## src/logic/handPkg.sv

```systemverilog
`default_nettype none

package handPkg;

	// reported hand class, 0 to 8
	typedef logic [3:0] handTypeT;

	// number of equal rank pairs out of the ten pairs
	// 0 to 10, so four bits
	typedef logic [3:0] matchCountT;

	// hand codes, weakest first
	localparam handTypeT highCard = 4'd0;
	localparam handTypeT onePair = 4'd1;
	localparam handTypeT twoPairs = 4'd2;
	localparam handTypeT threeOfAKind = 4'd3;
	localparam handTypeT straight = 4'd4;
	localparam handTypeT flush = 4'd5;
	localparam handTypeT fullHouse = 4'd6;
	localparam handTypeT fourOfAKind = 4'd7;
	// best possible hand
	localparam handTypeT straightFlush = 4'd8;

endpackage

`default_nettype wire

```

## src/logic/cardPkg.sv

```systemverilog
`default_nettype none

package cardPkg;

	// one card on six bits
	// suit sits in [5:4], rank in [3:0]
	typedef logic [5:0] cardT;

	// four suits, only equality matters here
	typedef logic [1:0] suitT;

	// rank 1 to 13
	// 0, 14 and 15 are not legal but pass unchecked
	typedef logic [3:0] rankT;

	// five-card game
	localparam int cardsPerHand = 5;

	// ace is encoded low
	localparam rankT aceRank = 4'd1;

	// lowest card of the ace-high run
	localparam rankT tenRank = 4'd10;

	// highest face card
	localparam rankT kingRank = 4'd13;

endpackage

`default_nettype wire
```

## src/logic/pokerHand.sv

```systemverilog
`timescale 1ns/10ps
`default_nettype none

// two-stage hand classifier
// stage 1 holds the hand, stage 2 holds the type
// one hand per clock, type out two edges after the hand
module pokerHand (
	input wire logic clk,
	input wire logic arstN,
	input wire cardPkg::cardT card0,
	input wire cardPkg::cardT card1,
	input wire cardPkg::cardT card2,
	input wire cardPkg::cardT card3,
	input wire cardPkg::cardT card4,
	output handPkg::handTypeT handType
);

	import cardPkg::*;
	import handPkg::*;

	// input stage
	cardT heldCard0;
	cardT heldCard1;
	cardT heldCard2;
	cardT heldCard3;
	cardT heldCard4;

	// set once a real hand sits in the input stage
	logic heldValid;

	rankT rank0;
	rankT rank1;
	rankT rank2;
	rankT rank3;
	rankT rank4;
	suitT suit0;
	suitT suit1;
	suitT suit2;
	suitT suit3;
	suitT suit4;

	matchCountT matchCount;
	logic isStraight;
	handTypeT handTypeNext;

	// sample the hand every edge
	always_ff @(posedge clk or negedge arstN) begin
		if (!arstN) begin
			heldCard0 <= '0;
			heldCard1 <= '0;
			heldCard2 <= '0;
			heldCard3 <= '0;
			heldCard4 <= '0;
			heldValid <= 1'b0;
		end else begin
			heldCard0 <= card0;
			heldCard1 <= card1;
			heldCard2 <= card2;
			heldCard3 <= card3;
			heldCard4 <= card4;
			heldValid <= 1'b1;
		end
	end

	// split into rank and suit fields
	assign rank0 = heldCard0[3:0];
	assign rank1 = heldCard1[3:0];
	assign rank2 = heldCard2[3:0];
	assign rank3 = heldCard3[3:0];
	assign rank4 = heldCard4[3:0];
	assign suit0 = heldCard0[5:4];
	assign suit1 = heldCard1[5:4];
	assign suit2 = heldCard2[5:4];
	assign suit3 = heldCard3[5:4];
	assign suit4 = heldCard4[5:4];

	rankMatchCounter uMatch (
		.rank0(rank0),
		.rank1(rank1),
		.rank2(rank2),
		.rank3(rank3),
		.rank4(rank4),
		.matchCount(matchCount)
	);

	straightDetector uStraight (
		.rank0(rank0),
		.rank1(rank1),
		.rank2(rank2),
		.rank3(rank3),
		.rank4(rank4),
		.matchCount(matchCount),
		.isStraight(isStraight)
	);

	handRanker uRanker (
		.suit0(suit0),
		.suit1(suit1),
		.suit2(suit2),
		.suit3(suit3),
		.suit4(suit4),
		.matchCount(matchCount),
		.isStraight(isStraight),
		.handTypeNext(handTypeNext)
	);

	// output stage
	// the cleared hand would read as a flush, so hold highCard until heldValid
	always_ff @(posedge clk or negedge arstN) begin
		if (!arstN) begin
			handType <= highCard;
		end else begin
			handType <= heldValid ? handTypeNext : highCard;
		end
	end

endmodule

`default_nettype wire

```

## src/logic/handRanker.sv

```systemverilog
`timescale 1ns/10ps
`default_nettype none

// flush check and final priority pick
module handRanker (
	input wire cardPkg::suitT suit0,
	input wire cardPkg::suitT suit1,
	input wire cardPkg::suitT suit2,
	input wire cardPkg::suitT suit3,
	input wire cardPkg::suitT suit4,
	input wire handPkg::matchCountT matchCount,
	input wire logic isStraight,
	output handPkg::handTypeT handTypeNext
);

	import handPkg::*;

	logic isFlush;

	// type from rank grouping alone
	handTypeT groupType;

	// all suits equal to the first one
	assign isFlush = (suit0 == suit1) && (suit0 == suit2) &&
		(suit0 == suit3) && (suit0 == suit4);

	// match count to grouping
	always_comb begin
		case (matchCount)
			4'd0: groupType = highCard;
			4'd1: groupType = onePair;
			4'd2: groupType = twoPairs;
			4'd3: groupType = threeOfAKind;
			// trips plus a pair, 3 + 1
			4'd4: groupType = fullHouse;
			// five alike reported as quads
			4'd6, 4'd10: groupType = fourOfAKind;
			// 5, 7, 8, 9 cannot occur with five cards
			default: groupType = highCard;
		endcase
	end

	// flush and straight beat every grouping
	// a straight implies distinct ranks, so no overlap with groups
	always_comb begin
		if (isFlush && isStraight) begin
			handTypeNext = straightFlush;
		end else if (isFlush) begin
			handTypeNext = flush;
		end else if (isStraight) begin
			handTypeNext = straight;
		end else begin
			handTypeNext = groupType;
		end
	end

endmodule

`default_nettype wire

```

## src/logic/straightDetector.sv

```systemverilog
`timescale 1ns/10ps
`default_nettype none

// five consecutive ranks, ace low (A-5) or ace high (10-A)
// no wrap through the ace
module straightDetector (
	input wire cardPkg::rankT rank0,
	input wire cardPkg::rankT rank1,
	input wire cardPkg::rankT rank2,
	input wire cardPkg::rankT rank3,
	input wire cardPkg::rankT rank4,
	input wire handPkg::matchCountT matchCount,
	output logic isStraight
);

	import cardPkg::*;

	rankT ranks [cardsPerHand];
	rankT minRank;
	rankT maxRank;

	// every card is an ace or ten to king
	logic allBroadway;
	// max - min == 4
	logic spanFour;
	logic aceHigh;

	assign ranks[0] = rank0;
	assign ranks[1] = rank1;
	assign ranks[2] = rank2;
	assign ranks[3] = rank3;
	assign ranks[4] = rank4;

	// lowest and highest rank
	always_comb begin
		minRank = ranks[0];
		maxRank = ranks[0];
		for (int i = 1; i < cardsPerHand; i++) begin
			if (ranks[i] < minRank) begin
				minRank = ranks[i];
			end
			if (ranks[i] > maxRank) begin
				maxRank = ranks[i];
			end
		end
	end

	// any card outside {A, 10..K} kills the ace-high case
	always_comb begin
		allBroadway = 1'b1;
		for (int i = 0; i < cardsPerHand; i++) begin
			if (ranks[i] != aceRank && (ranks[i] < tenRank || ranks[i] > kingRank)) begin
				allBroadway = 1'b0;
			end
		end
	end

	// max never below min, 4-bit difference is safe
	assign spanFour = ((maxRank - minRank) == rankT'(4));

	// with distinct ranks, one ace plus four cards in 10..K is exactly 10-J-Q-K-A
	assign aceHigh = (minRank == aceRank) && allBroadway;

	// any repeated rank rules out a straight
	assign isStraight = (matchCount == '0) && (spanFour || aceHigh);

endmodule

`default_nettype wire

```

## src/logic/rankMatchCounter.sv

```systemverilog
`timescale 1ns/10ps
`default_nettype none

// counts how many of the ten rank pairs are equal
// each grouping lands on its own count
//   pair 1, two pairs 2, trips 3, full house 4, quads 6, five alike 10
module rankMatchCounter (
	input wire cardPkg::rankT rank0,
	input wire cardPkg::rankT rank1,
	input wire cardPkg::rankT rank2,
	input wire cardPkg::rankT rank3,
	input wire cardPkg::rankT rank4,
	output handPkg::matchCountT matchCount
);

	import cardPkg::*;
	import handPkg::*;

	// n choose 2 pairs
	localparam int pairCount = cardsPerHand * (cardsPerHand - 1) / 2;

	rankT ranks [cardsPerHand];

	// one flag per pair, ordered 01 02 03 04 12 13 14 23 24 34
	logic [pairCount-1:0] pairEqual;

	// gather ranks for indexed loops
	assign ranks[0] = rank0;
	assign ranks[1] = rank1;
	assign ranks[2] = rank2;
	assign ranks[3] = rank3;
	assign ranks[4] = rank4;

	// pairwise compare
	always_comb begin
		int k;
		k = 0;
		pairEqual = '0;
		for (int i = 0; i < cardsPerHand - 1; i++) begin
			for (int j = i + 1; j < cardsPerHand; j++) begin
				// 4-bit equality per pair
				pairEqual[k] = (ranks[i] == ranks[j]);
				k++;
			end
		end
	end

	// population count of the pair flags
	always_comb begin
		matchCount = '0;
		for (int p = 0; p < pairCount; p++) begin
			matchCount = matchCount + matchCountT'(pairEqual[p]);
		end
	end

endmodule

`default_nettype wire

```

## config.mk

```make
export PLATFORM = sky130hd
export DESIGN_NAME = pokerHand
export DESIGN_NICKNAME = d
export VERILOG_FILES = /design/src/logic/handPkg.sv /design/src/logic/cardPkg.sv /design/src/logic/pokerHand.sv /design/src/logic/handRanker.sv /design/src/logic/straightDetector.sv /design/src/logic/rankMatchCounter.sv
export SDC_FILE = /design/constraint.sdc
export NUM_CORES = 1
export LEC_CHECK = 0
export BUFFER_PORTS_ARGS = -buffer_cell sky130_fd_sc_hd__buf_2
export CAP_MARGIN = 20
export CORE_AREA = 4 4 83 85
export DETAILED_ROUTE_END_ITERATION = 8
export DIE_AREA = 0 0 87 89
export HOLD_SLACK_MARGIN = 0.15
export PLACE_DENSITY = 0.75
export SYNTH_ARGS = -nofsm -noshare
export SYNTH_HDL_FRONTEND = slang
export SYNTH_SLANG_ARGS = --single-unit
```

## constraint.sdc

```tcl
create_clock -name clk -period 7.25 [get_ports clk]
set_clock_uncertainty 0.1 [all_clocks]
set_input_delay 0.725 -clock clk [delete_from_list [all_inputs] [get_ports clk]]
set_output_delay 0.725 -clock clk [all_outputs]
set_load 0.01 [all_outputs]
```

* Yosys cells after proc, flatten, opt, wreduce, memory -nomap -nowiden
Cells that the tools add are included.
Storage, ports and cells: bits in writable memories 0, logic and storage cells 99, memories kept 0, ROM bits 0, flip-flop bits (word level) 35, bits in latches 0
Cells by class: multiplexer cells 18, reduce and logical (&&, ||, !) cells 19, order comparisons 18, shift operators 0, $add $sub $neg 10, div/mod/pow operators 0, equal/unequal tests 27, bitwise operators 0, $mul 0
Operators by type and width (count):
- $mux 4 | 11
- $eq 4x4->1 | 10
- $add 4x1->4 | 8
- $gt 4x4->1 const B | 5
- $lt 4x4->1 const B | 5
- $ne 4x1->1 const B | 5
- $gt 4x4->1 | 4
- $lt 4x4->1 | 4
- $pmux 3 s5 | 1
- $eq 4x3->1 const B | 3
- $logic_and 1x1->1 | 11
- $eq 2x2->1 | 4
- $eq 4x1->1 const B | 2
- $eq 4x2->1 const B | 2
- $logic_or 1x1->1 | 6
- $mux 1 | 5
- $eq 4x4->1 const B | 1
- $logic_not 4->1 | 1
- $sub 4x4->4 | 1
- $mux 3 | 1
- $add 1x1->2 | 1
- $reduce_or 2->1 | 1

* Depth between registers and ports, before layout
Gate-level depths: netlist (run 1).
depth after elaboration 17, depth in mapped cells 42, gate-level depth less buffers 40

* Modules after synthesis
A second synthesis (run 1) with hierarchy kept.
Second synthesis, totals: cell total of the unflattened synthesis 328, area total of the unflattened synthesis 3135.5 um^2
Modules (own cells, without submodules):
- straightDetector | cells each 192, seq. area each 0.0 um^2, instances 1, area each 1427.6 um^2
- pokerHand | cells each 40, seq. area each 875.8 um^2, instances 1, area each 904.6 um^2
- rankMatchCounter | cells each 68, seq. area each 0.0 um^2, instances 1, area each 639.4 um^2
- handRanker | cells each 28, seq. area each 0.0 um^2, instances 1, area each 163.9 um^2

* Worst setup path after synthesis (run 1)
No wires, ideal clock.
path kind flip-flop to flip-flop, start point reg heldCard0[1], end point reg handType[2], arrival 7.139 ns, cell stages (with the launch flop) 40, period minus slack after synthesis 7.319 ns, data required time 7.071 ns, setup time 0.079 ns, buffers on the path 2, slack -0.069 ns, cells stage by stage dfrtp_1 clkbuf_1 inv_1 ha_1 nor2b_4 o211ai_2 a21oi_4 mux2_2 ha_1 nand2_1 nand3_1 mux2_2 o211ai_1 a221o_1 buf_6 o31a_1 mux2i_1 inv_1 [4 not listed] nor2_1 mux2i_4 nand2_1 mux2_1 ha_1 nor2b_1 o21ai_0 nand2b_1 a21oi_1 a41o_1 mux2i_1 ha_1 nor2b_1 xnor2_1 and4_1 a32o_1 a211oi_2 mux2i_1
Between the ends: word-level cells in the longest chain between the ends 17, elaborated cells between the ends (all ways) 59, those cells by class add/sub: 10; order compare: 10; eq/ne: 13; mux: 18; reduce/logical: 8
RTL lines:
- from (decl) | RTL line pokerHand.sv:22 | cardT heldCard0;
- from (signal assigned) | RTL line pokerHand.sv:56 | heldCard0 <= card0;
- $eq 4x4->1 | RTL line rankMatchCounter.sv:42 | pairEqual[k] = (ranks[i] == ranks[j]);
- $add 1x1->2 | RTL line rankMatchCounter.sv:52 | matchCount = matchCount + matchCountT'(pairEqual[p]);
- $add 4x1->4 (8 in a row) | RTL line rankMatchCounter.sv:52
- $eq 4x3->1 / $eq 4x4->1 (equally long branches) | RTL line handRanker.sv:29 | case (matchCount)
- $reduce_or 2->1 | RTL line handRanker.sv:29
- $pmux 3 s5 | RTL line handRanker.sv:29
- $mux 3 | RTL line handRanker.sv:50 | end else if (isStraight) begin
- $mux 4 | RTL line handRanker.sv:48 | end else if (isFlush) begin
- $mux 4 * | RTL line handRanker.sv:46 | if (isFlush && isStraight) begin
- $mux 4 * | RTL line pokerHand.sv:113 | handType <= heldValid ? handTypeNext : highCard;
- to (signal assigned) | RTL line pokerHand.sv:111 | handType <= highCard;
- to (signal assigned) | RTL line pokerHand.sv:113
- to (decl) | RTL line pokerHand.sv:15 | output handPkg::handTypeT handType
Every way passes the cells marked *; elsewhere a longest branch is shown, timed or not.

* Worst setup path in the final report (run 1)
start point reg heldCard1[1], end point reg handType[0]
Between the ends: word-level cells in the longest chain between the ends 17, elaborated cells between the ends (all ways) 58, those cells by class add/sub: 10; order compare: 10; eq/ne: 13; mux: 17; reduce/logical: 8
RTL lines:
- from (decl) | RTL line pokerHand.sv:23 | cardT heldCard1;
- from (signal assigned) | RTL line pokerHand.sv:57 | heldCard1 <= card1;
- $eq 4x4->1 | RTL line rankMatchCounter.sv:42
- $add 1x1->2 | RTL line rankMatchCounter.sv:52
- $add 4x1->4 (8 in a row) | RTL line rankMatchCounter.sv:52
- $eq 4x3->1 / $eq 4x4->1 (equally long branches) | RTL line handRanker.sv:29
- $reduce_or 2->1 | RTL line handRanker.sv:29
- $pmux 3 s5 | RTL line handRanker.sv:29
- $mux 3 | RTL line handRanker.sv:50
- $mux 4 | RTL line handRanker.sv:48
- $mux 4 * | RTL line handRanker.sv:46
- $mux 4 * | RTL line pokerHand.sv:113
Marks and branches as above.

==> metrics.txt, run 1 <==
status=finished, final reports clean; Max Fanout on Critical Path=6; critical path class=reg2reg; Max Fclk=145 MHz; routability cong.=0.918; Synth top area share=27.1%; HPWL Detailed=5480 um; fraction of layout cells with a size suffix above 1=27.7%; Pwr Total=751 uW; DR DRC count=0; n_diodes=0; R2R depth=37; R2R setup slack=0.35 ns; Ys Warns=0; area share of and/or/nand/nor cells after synthesis=16.1%; Die X=87 um; Synth Flop Type=dfrtp_1; sequential share of the synthesized area=27.1%; Post-synth EDFFs=0; vias in the first global route=2682; die area=7740 um^2; Hold Vio Cnt, Final=0; gr ovfl total=0; clk root buf=clkbuf_8; synthesis-stage register bit count=35; first-pass GRT wire length=11800 um; setup TNS=0 ns; Antenna Violating Nets Remaining=0; Worst R2R End=handType[0]$_DFF_PN0_; Crit-path slowest cell=dfrtp_1; I/O pins=36; largest net degree at the start of global routing=36; crit start category=flop; post-DR vias/cell=5.64; max incr delay on CP=0.41 ns; port bufs=35; Clock Sinks=35; post-layout util=61.6%; die outline height=89 um; Post-Synth Adder-Cell Area=17.2%; largest family of logic cells by synthesized area=adder cells; syn avg cell area=9.08 um^2; RR Startpoint=heldCard1[1]$_DFF_PN0_; # setup viols final=0; Peak VDD IR=0.154 mV; Final period util=95.2%; Total Nets Final=468; drt first pass iters=4; Worst EP required=7.33 ns; drt initial violations=130; mux cell area share after synthesis=6.23%; CTS buffer count=5; Hold Crit Class=in2async; CTS max path bufs=2; max-cap viol count=0; Worst Tran Pin Value=0.739 ns; synth unique cells=63; XOR/XNOR Fraction of Synth Area=11.6%; clk_lat worst skew=0.28 ns; Slew Viols, Final=0; WL/cell=15.4 um; Final min period=6.90 ns; synthesized net count=428; leading area contributor after synthesis=dfrtp_1; Hold Slack=0.395 ns; Initial Util=52.1%; Hold Buf Count CTS=0; Cell Pwr Density=196 nW/um^2; Critical Path End Type=flop; Core Area=6200 um^2; Clock Pin Slew Worst Setup and Hold Paths=0.07 ns; area grow syn2layout=18.2%; asr flop ratio synth=100%; row count=29; htree depth=2; Synth area leaders=dfrtp_1, ha_1, xnor2_1; crit path DAT=6.98 ns; vias=2674; Post-Synthesis Cell Area=3230 um^2; initial antenna violation count=0; Tot GR Track Use=19.3%; Max transition margin=50.7%; Synth Area in Compound Gates=15.5%; CTS tree=yes; Mapped Cells=356; final wirelength=7280 um; static leakage=0.00172 uW
## state kept, by name, indices dropped and copies added, names as in the netlist
name       count
heldCard4      6
heldCard2      6
handType       4
heldCard3      6
heldCard0      6
heldValid      1
heldCard1      6
## layout by cell type, fill, tap and decap left out, drive strengths merged, types with 3 or more instances in the layout
cell / count
buf: 54
xnor2: 37
dfrtp: 35
ha: 34
inv: 27
a21oi: 23
nor2: 21
o21ai: 18
nand2: 17
mux2i: 12
nand4: 9
nand3: 7
and3: 6
fa: 6
xor2: 6
clkbuf: 6
nor2b: 6
and2: 5
mux2: 5
nand2b: 4
o22ai: 4
nor3: 4
o31a: 3
o21a: 3
or4: 3
or2: 3
nor3b: 3
and4: 3
## critical path: cells and delay by family (launching register included)
kind | cells | cell delay, ns
buffers and inverters | 1 | 0.11
muxes | 5 | 1.37
DFF | 1 | 0.41
and+or+nand+nor | 11 | 1.25
adders and majority gates | 5 | 1.25
xor gates and xnor gates | 1 | 0.17
AOI/OAI and AO/OA | 14 | 2.12
## repair_timing
action / CTS / global route
pin swaps: 0 / 19
setup endpoints to repair: 3 / 3
resized for setup: 2 / 41
buffers inserted: 0 / 6
## worst max-delay path by stage
stage,start,end
floorplan,heldCard0[3]$_DFF_PN0_,handType[2]$_DFF_PN0_
global placement,heldCard0[3]$_DFF_PN0_,handType[2]$_DFF_PN0_
detailed placement,heldCard0[3]$_DFF_PN0_,handType[2]$_DFF_PN0_
CTS,heldCard0[3]$_DFF_PN0_,handType[2]$_DFF_PN0_
global route,heldCard0[1]$_DFF_PN0_,handType[3]$_DFF_PN0_
finish,heldCard1[1]$_DFF_PN0_,handType[0]$_DFF_PN0_
## area by class of cell
type                       count  area (um^2)
tap                           77         96.3
multi-input combinational    272         2340
clock buffer                   6         72.6
timing repair buffer          54          318
clock inverter                 2         12.5
inverter                      28          106
fill                         511         2380
sequential                    35          876
## cell usage after synthesis, drive strengths merged (4+ instances only)
| cell | count |
|---|---|
| nand2 | 17 |
| nand2b | 4 |
| nor2 | 21 |
| o21ai | 18 |
| mux2i | 12 |
| fa | 6 |
| and2 | 5 |
| nor3 | 4 |
| nand4 | 9 |
| and3 | 6 |
| a21oi | 23 |
| clkbuf | 15 |
| xor2 | 6 |
| o22ai | 4 |
| mux2 | 5 |
| dfrtp | 35 |
| nand3 | 7 |
| inv | 27 |
| buf | 6 |
| xnor2 | 37 |
| ha | 34 |
| nor2b | 6 |
## through the flow
step	cells	setup slack, ns	instance area [um^2]
5_1_grt	474	-0.0647	3820
6_report	474	0.349	3820
3_5_place_dp	460	-0.0496	3510
2_1_floorplan	356	0.0346	3240
4_1_cts	468	0.0469	3600
3_3_place_gp	460	0.173	3510
## logic make-up (layout without fill, tap and decap cells)
family,count (synthesis),after routing
compound gates,74,74
xor+xnor,43,43
fa+ha+maj,41,41
buf+inv,49,90
flops,35,35
mux,17,17
other cells,1,1
simple gates,96,96
## routing by layer
metal | vias to the layer above | wire length (um) | track usage (%)
met5 | - | 0 | 0
met4 | 0 | 247 | 9.21
met3 | 23 | 313 | 3.87
met2 | 71 | 3680 | 34.6
met1 | 1259 | 3040 | 22.1
li1 | 1321 | - | -
## report_power, final
part	total, uW	internal [uW]	switching [uW]	leakage [uW]
Sequential	227	208	18.8	0.000416
Combinational	390	186	203	0.00126
Clock	134	67.0	67.3	0.0000412
Total	751	461	289	0.00172
(Power assumes the default switching activity.)
==> run 2: changes to the inputs <==
--- a/config.mk
+++ b/config.mk
@@ -7,11 +7,11 @@
 export LEC_CHECK = 0
 export BUFFER_PORTS_ARGS = -buffer_cell sky130_fd_sc_hd__buf_2
 export CAP_MARGIN = 20
-export CORE_AREA = 4 4 83 85
+export CORE_AREA = 4 4 79 89
 export DETAILED_ROUTE_END_ITERATION = 8
-export DIE_AREA = 0 0 87 89
+export DIE_AREA = 0 0 83 93
 export HOLD_SLACK_MARGIN = 0.15
-export PLACE_DENSITY = 0.75
+export PLACE_DENSITY = 0.76
 export SYNTH_ARGS = -nofsm -noshare
 export SYNTH_HDL_FRONTEND = slang
 export SYNTH_SLANG_ARGS = --single-unit
==> run 2 against run 1 <==
Combinational power is 2% lower. Utilization is 1.9 points higher. Highest routed layer unchanged. Critical endpoint unchanged. Global-route usage hardly changed. First-iteration DRC count is 9.2% lower. Register-to-register slack better by 0.05 ns.
==> metrics.txt, run 2 (synthesized netlist as in run 1, its figures left out) <==
Hold Buf Count CTS=0 (unchanged); final wirelength=7650 um (was 7280 um); post-DR vias/cell=5.73 (was 5.64); filler cell count=499 (was 511); max-cap viol count=0 (unchanged); first-pass GRT wire length=12200 um (was 11800 um); Core Area=6080 um^2 (was 6200 um^2); Worst EP required=7.33 ns (about the same); Initial Util=53.2% (was 52.1%); fraction of layout cells with a size suffix above 1=27.1% (was 27.7%); CTS tree=yes (unchanged); clk root buf=clkbuf_8 (unchanged); RR Startpoint=heldCard0[2]$_DFF_PN0_ (was heldCard1[1]$_DFF_PN0_); cell area after layout=3860 um^2 (was 3820 um^2); commonest non-fill, non-tap cell in the layout=xnor2_1 (unchanged); drt first pass iters=4 (unchanged); Final min period=6.85 ns (was 6.90 ns); Final period util=94.5% (was 95.2%); routability cong.=0.877 (was 0.918); Tot GR Track Use=19.4% (was 19.3%); n_diodes=0 (unchanged); I/O pins=36 (unchanged); Total Nets Final=469 (was 468); Max Fanout on Critical Path=6 (unchanged); Peak VDD IR=0.125 mV (was 0.154 mV); Hold Vio Cnt, Final=0 (unchanged); htree depth=2 (unchanged); Cell Pwr Density=204 nW/um^2 (was 196 nW/um^2); Crit-path slowest cell=dfrtp_1 (unchanged); Max transition margin=50.5% (was 50.7%); Worst Tran Pin Value=0.742 ns (was 0.739 ns); CTS buffer count=5 (unchanged); Hold Slack=0.396 ns (was 0.395 ns); DR DRC count=0 (unchanged); crit path DAT=6.94 ns (was 6.98 ns); die outline height=93 um (was 89 um); most frequent cells in the layout=xnor2_1, dfrtp_1, buf_2, ha_1, inv_1 (unchanged); largest net degree at the start of global routing=36 (unchanged); gr ovfl total=0 (unchanged); clk_lat worst skew=0.29 ns (was 0.28 ns); CP dominant cell by count=ha_4; critical path class=reg2reg (unchanged); Pwr Total=788 uW (was 751 uW); status=finished, final reports clean (unchanged); placed instance area=3510 um^2 (about the same); post-layout util=63.5% (was 61.6%); Die X=83 um (was 87 um); Clock Pin Slew Worst Setup and Hold Paths=0.08 ns (was 0.07 ns); Clock Sinks=35 (unchanged); setup TNS=0 ns (unchanged); crit start category=flop (unchanged); static leakage=0.00175 uW (was 0.00172 uW); vias in the first global route=2641 (was 2682); max incr delay on CP=0.39 ns (was 0.41 ns); die area=7720 um^2 (was 7740 um^2); HPWL Detailed=5540 um (was 5480 um); area grow syn2layout=19.4% (was 18.2%); Critical Path End Type=flop (unchanged); row count=30 (was 29); Max Fclk=146 MHz (was 145 MHz); initial antenna violation count=0 (unchanged); drt initial violations=118 (was 130); CTS max path bufs=2 (unchanged); Slew Viols, Final=0 (unchanged); Antenna Violating Nets Remaining=0 (unchanged); port bufs=35 (unchanged); WL/cell=16.0 um (was 15.4 um); vias=2737 (was 2674); critical path launch point=heldCard0[2]$_DFF_PN0_ (was heldCard1[1]$_DFF_PN0_); Hold Crit Class=in2async (unchanged); # setup viols final=0 (unchanged)
[run 2: changes by cell type in the layout (fill, tap and decap cells not counted), sizes merged]
cell and delta:
clkinv +1, bufinv +1, buf +1, clkinvlp -1, clkbuf -1
[run 2: layout make-up]
cell class	instances	area (um^2)	area share, %
Clock buffer	5	68.8	1.78
Multi-Input combinational cell	272	2340	60.6
Sequential cell	35	876	22.7
Clock inverter	3	43.8	1.13
Tap cell	80	100	2.59
Timing Repair Buffer	55	325	8.43
Inverter	28	106	2.75
[run 2: final timing paths]
path | cells after the start | end | slack [ns]
min in group clk | 1 | heldCard2[2]$_DFF_PN0_ | 0.44
setup / recovery | 39 | handType[0]$_DFF_PN0_ | 0.40
hold reg to reg | 2 | handType[2]$_DFF_PN0_ | 0.47
max in group asynchronous | 1 | heldCard1[5]$_DFF_PN0_ | 6.18
hold / removal | 1 | heldCard2[2]$_DFF_PN0_ | 0.40
setup reg to reg | 39 | handType[0]$_DFF_PN0_ | 0.40
[run 2: layer usage]
metal / track usage, % / part of all wire [%] / up-vias
met3: 2.29 / 3.1 / 19
li1: - / - / 1326
met4: 8.72 / 2.4 / 0
met1: 22.2 / 41 / 1336
met5: 0 / 0 / -
met2: 36.1 / 54 / 56
[run 2: worst max-delay path, delay by kind of cell (launching register included)]
family	cells	cell delay, ns
AO/OA/AOI/OAI	11	1.69
multiplexers	6	1.53
AND/OR/NAND/NOR	12	1.36
adder cells (fa/ha/maj)	5	1.07
buffers and inverters	4	0.48
flip-flops	1	0.39
XOR/XNOR	1	0.13
[run 2: repair_timing]
action	in CTS	in global routing
resized for setup	1	41
buffers inserted	0	7
endpoints found under the setup margin	3	3
pin swaps	0	13
[run 2: metrics by stage]
step | setup WS [ns] | std cells
2_1_floorplan | 0.0346 | 356
3_3_place_gp | 0.158 | 463
3_5_place_dp | -0.0110 | 463
4_1_cts | 0.0278 | 471
5_1_grt | -0.0448 | 478
6_report | 0.395 | 478
[run 2: where the power goes]
part | internal [uW] | total, uW | switching [uW] | leakage [uW]
combinational | 183 | 383 | 200 | 0.00127
sequential | 208 | 227 | 19.7 | 0.000416
clock | 102 | 177 | 74.6 | 0.0000581
total | 493 | 788 | 294 | 0.00175
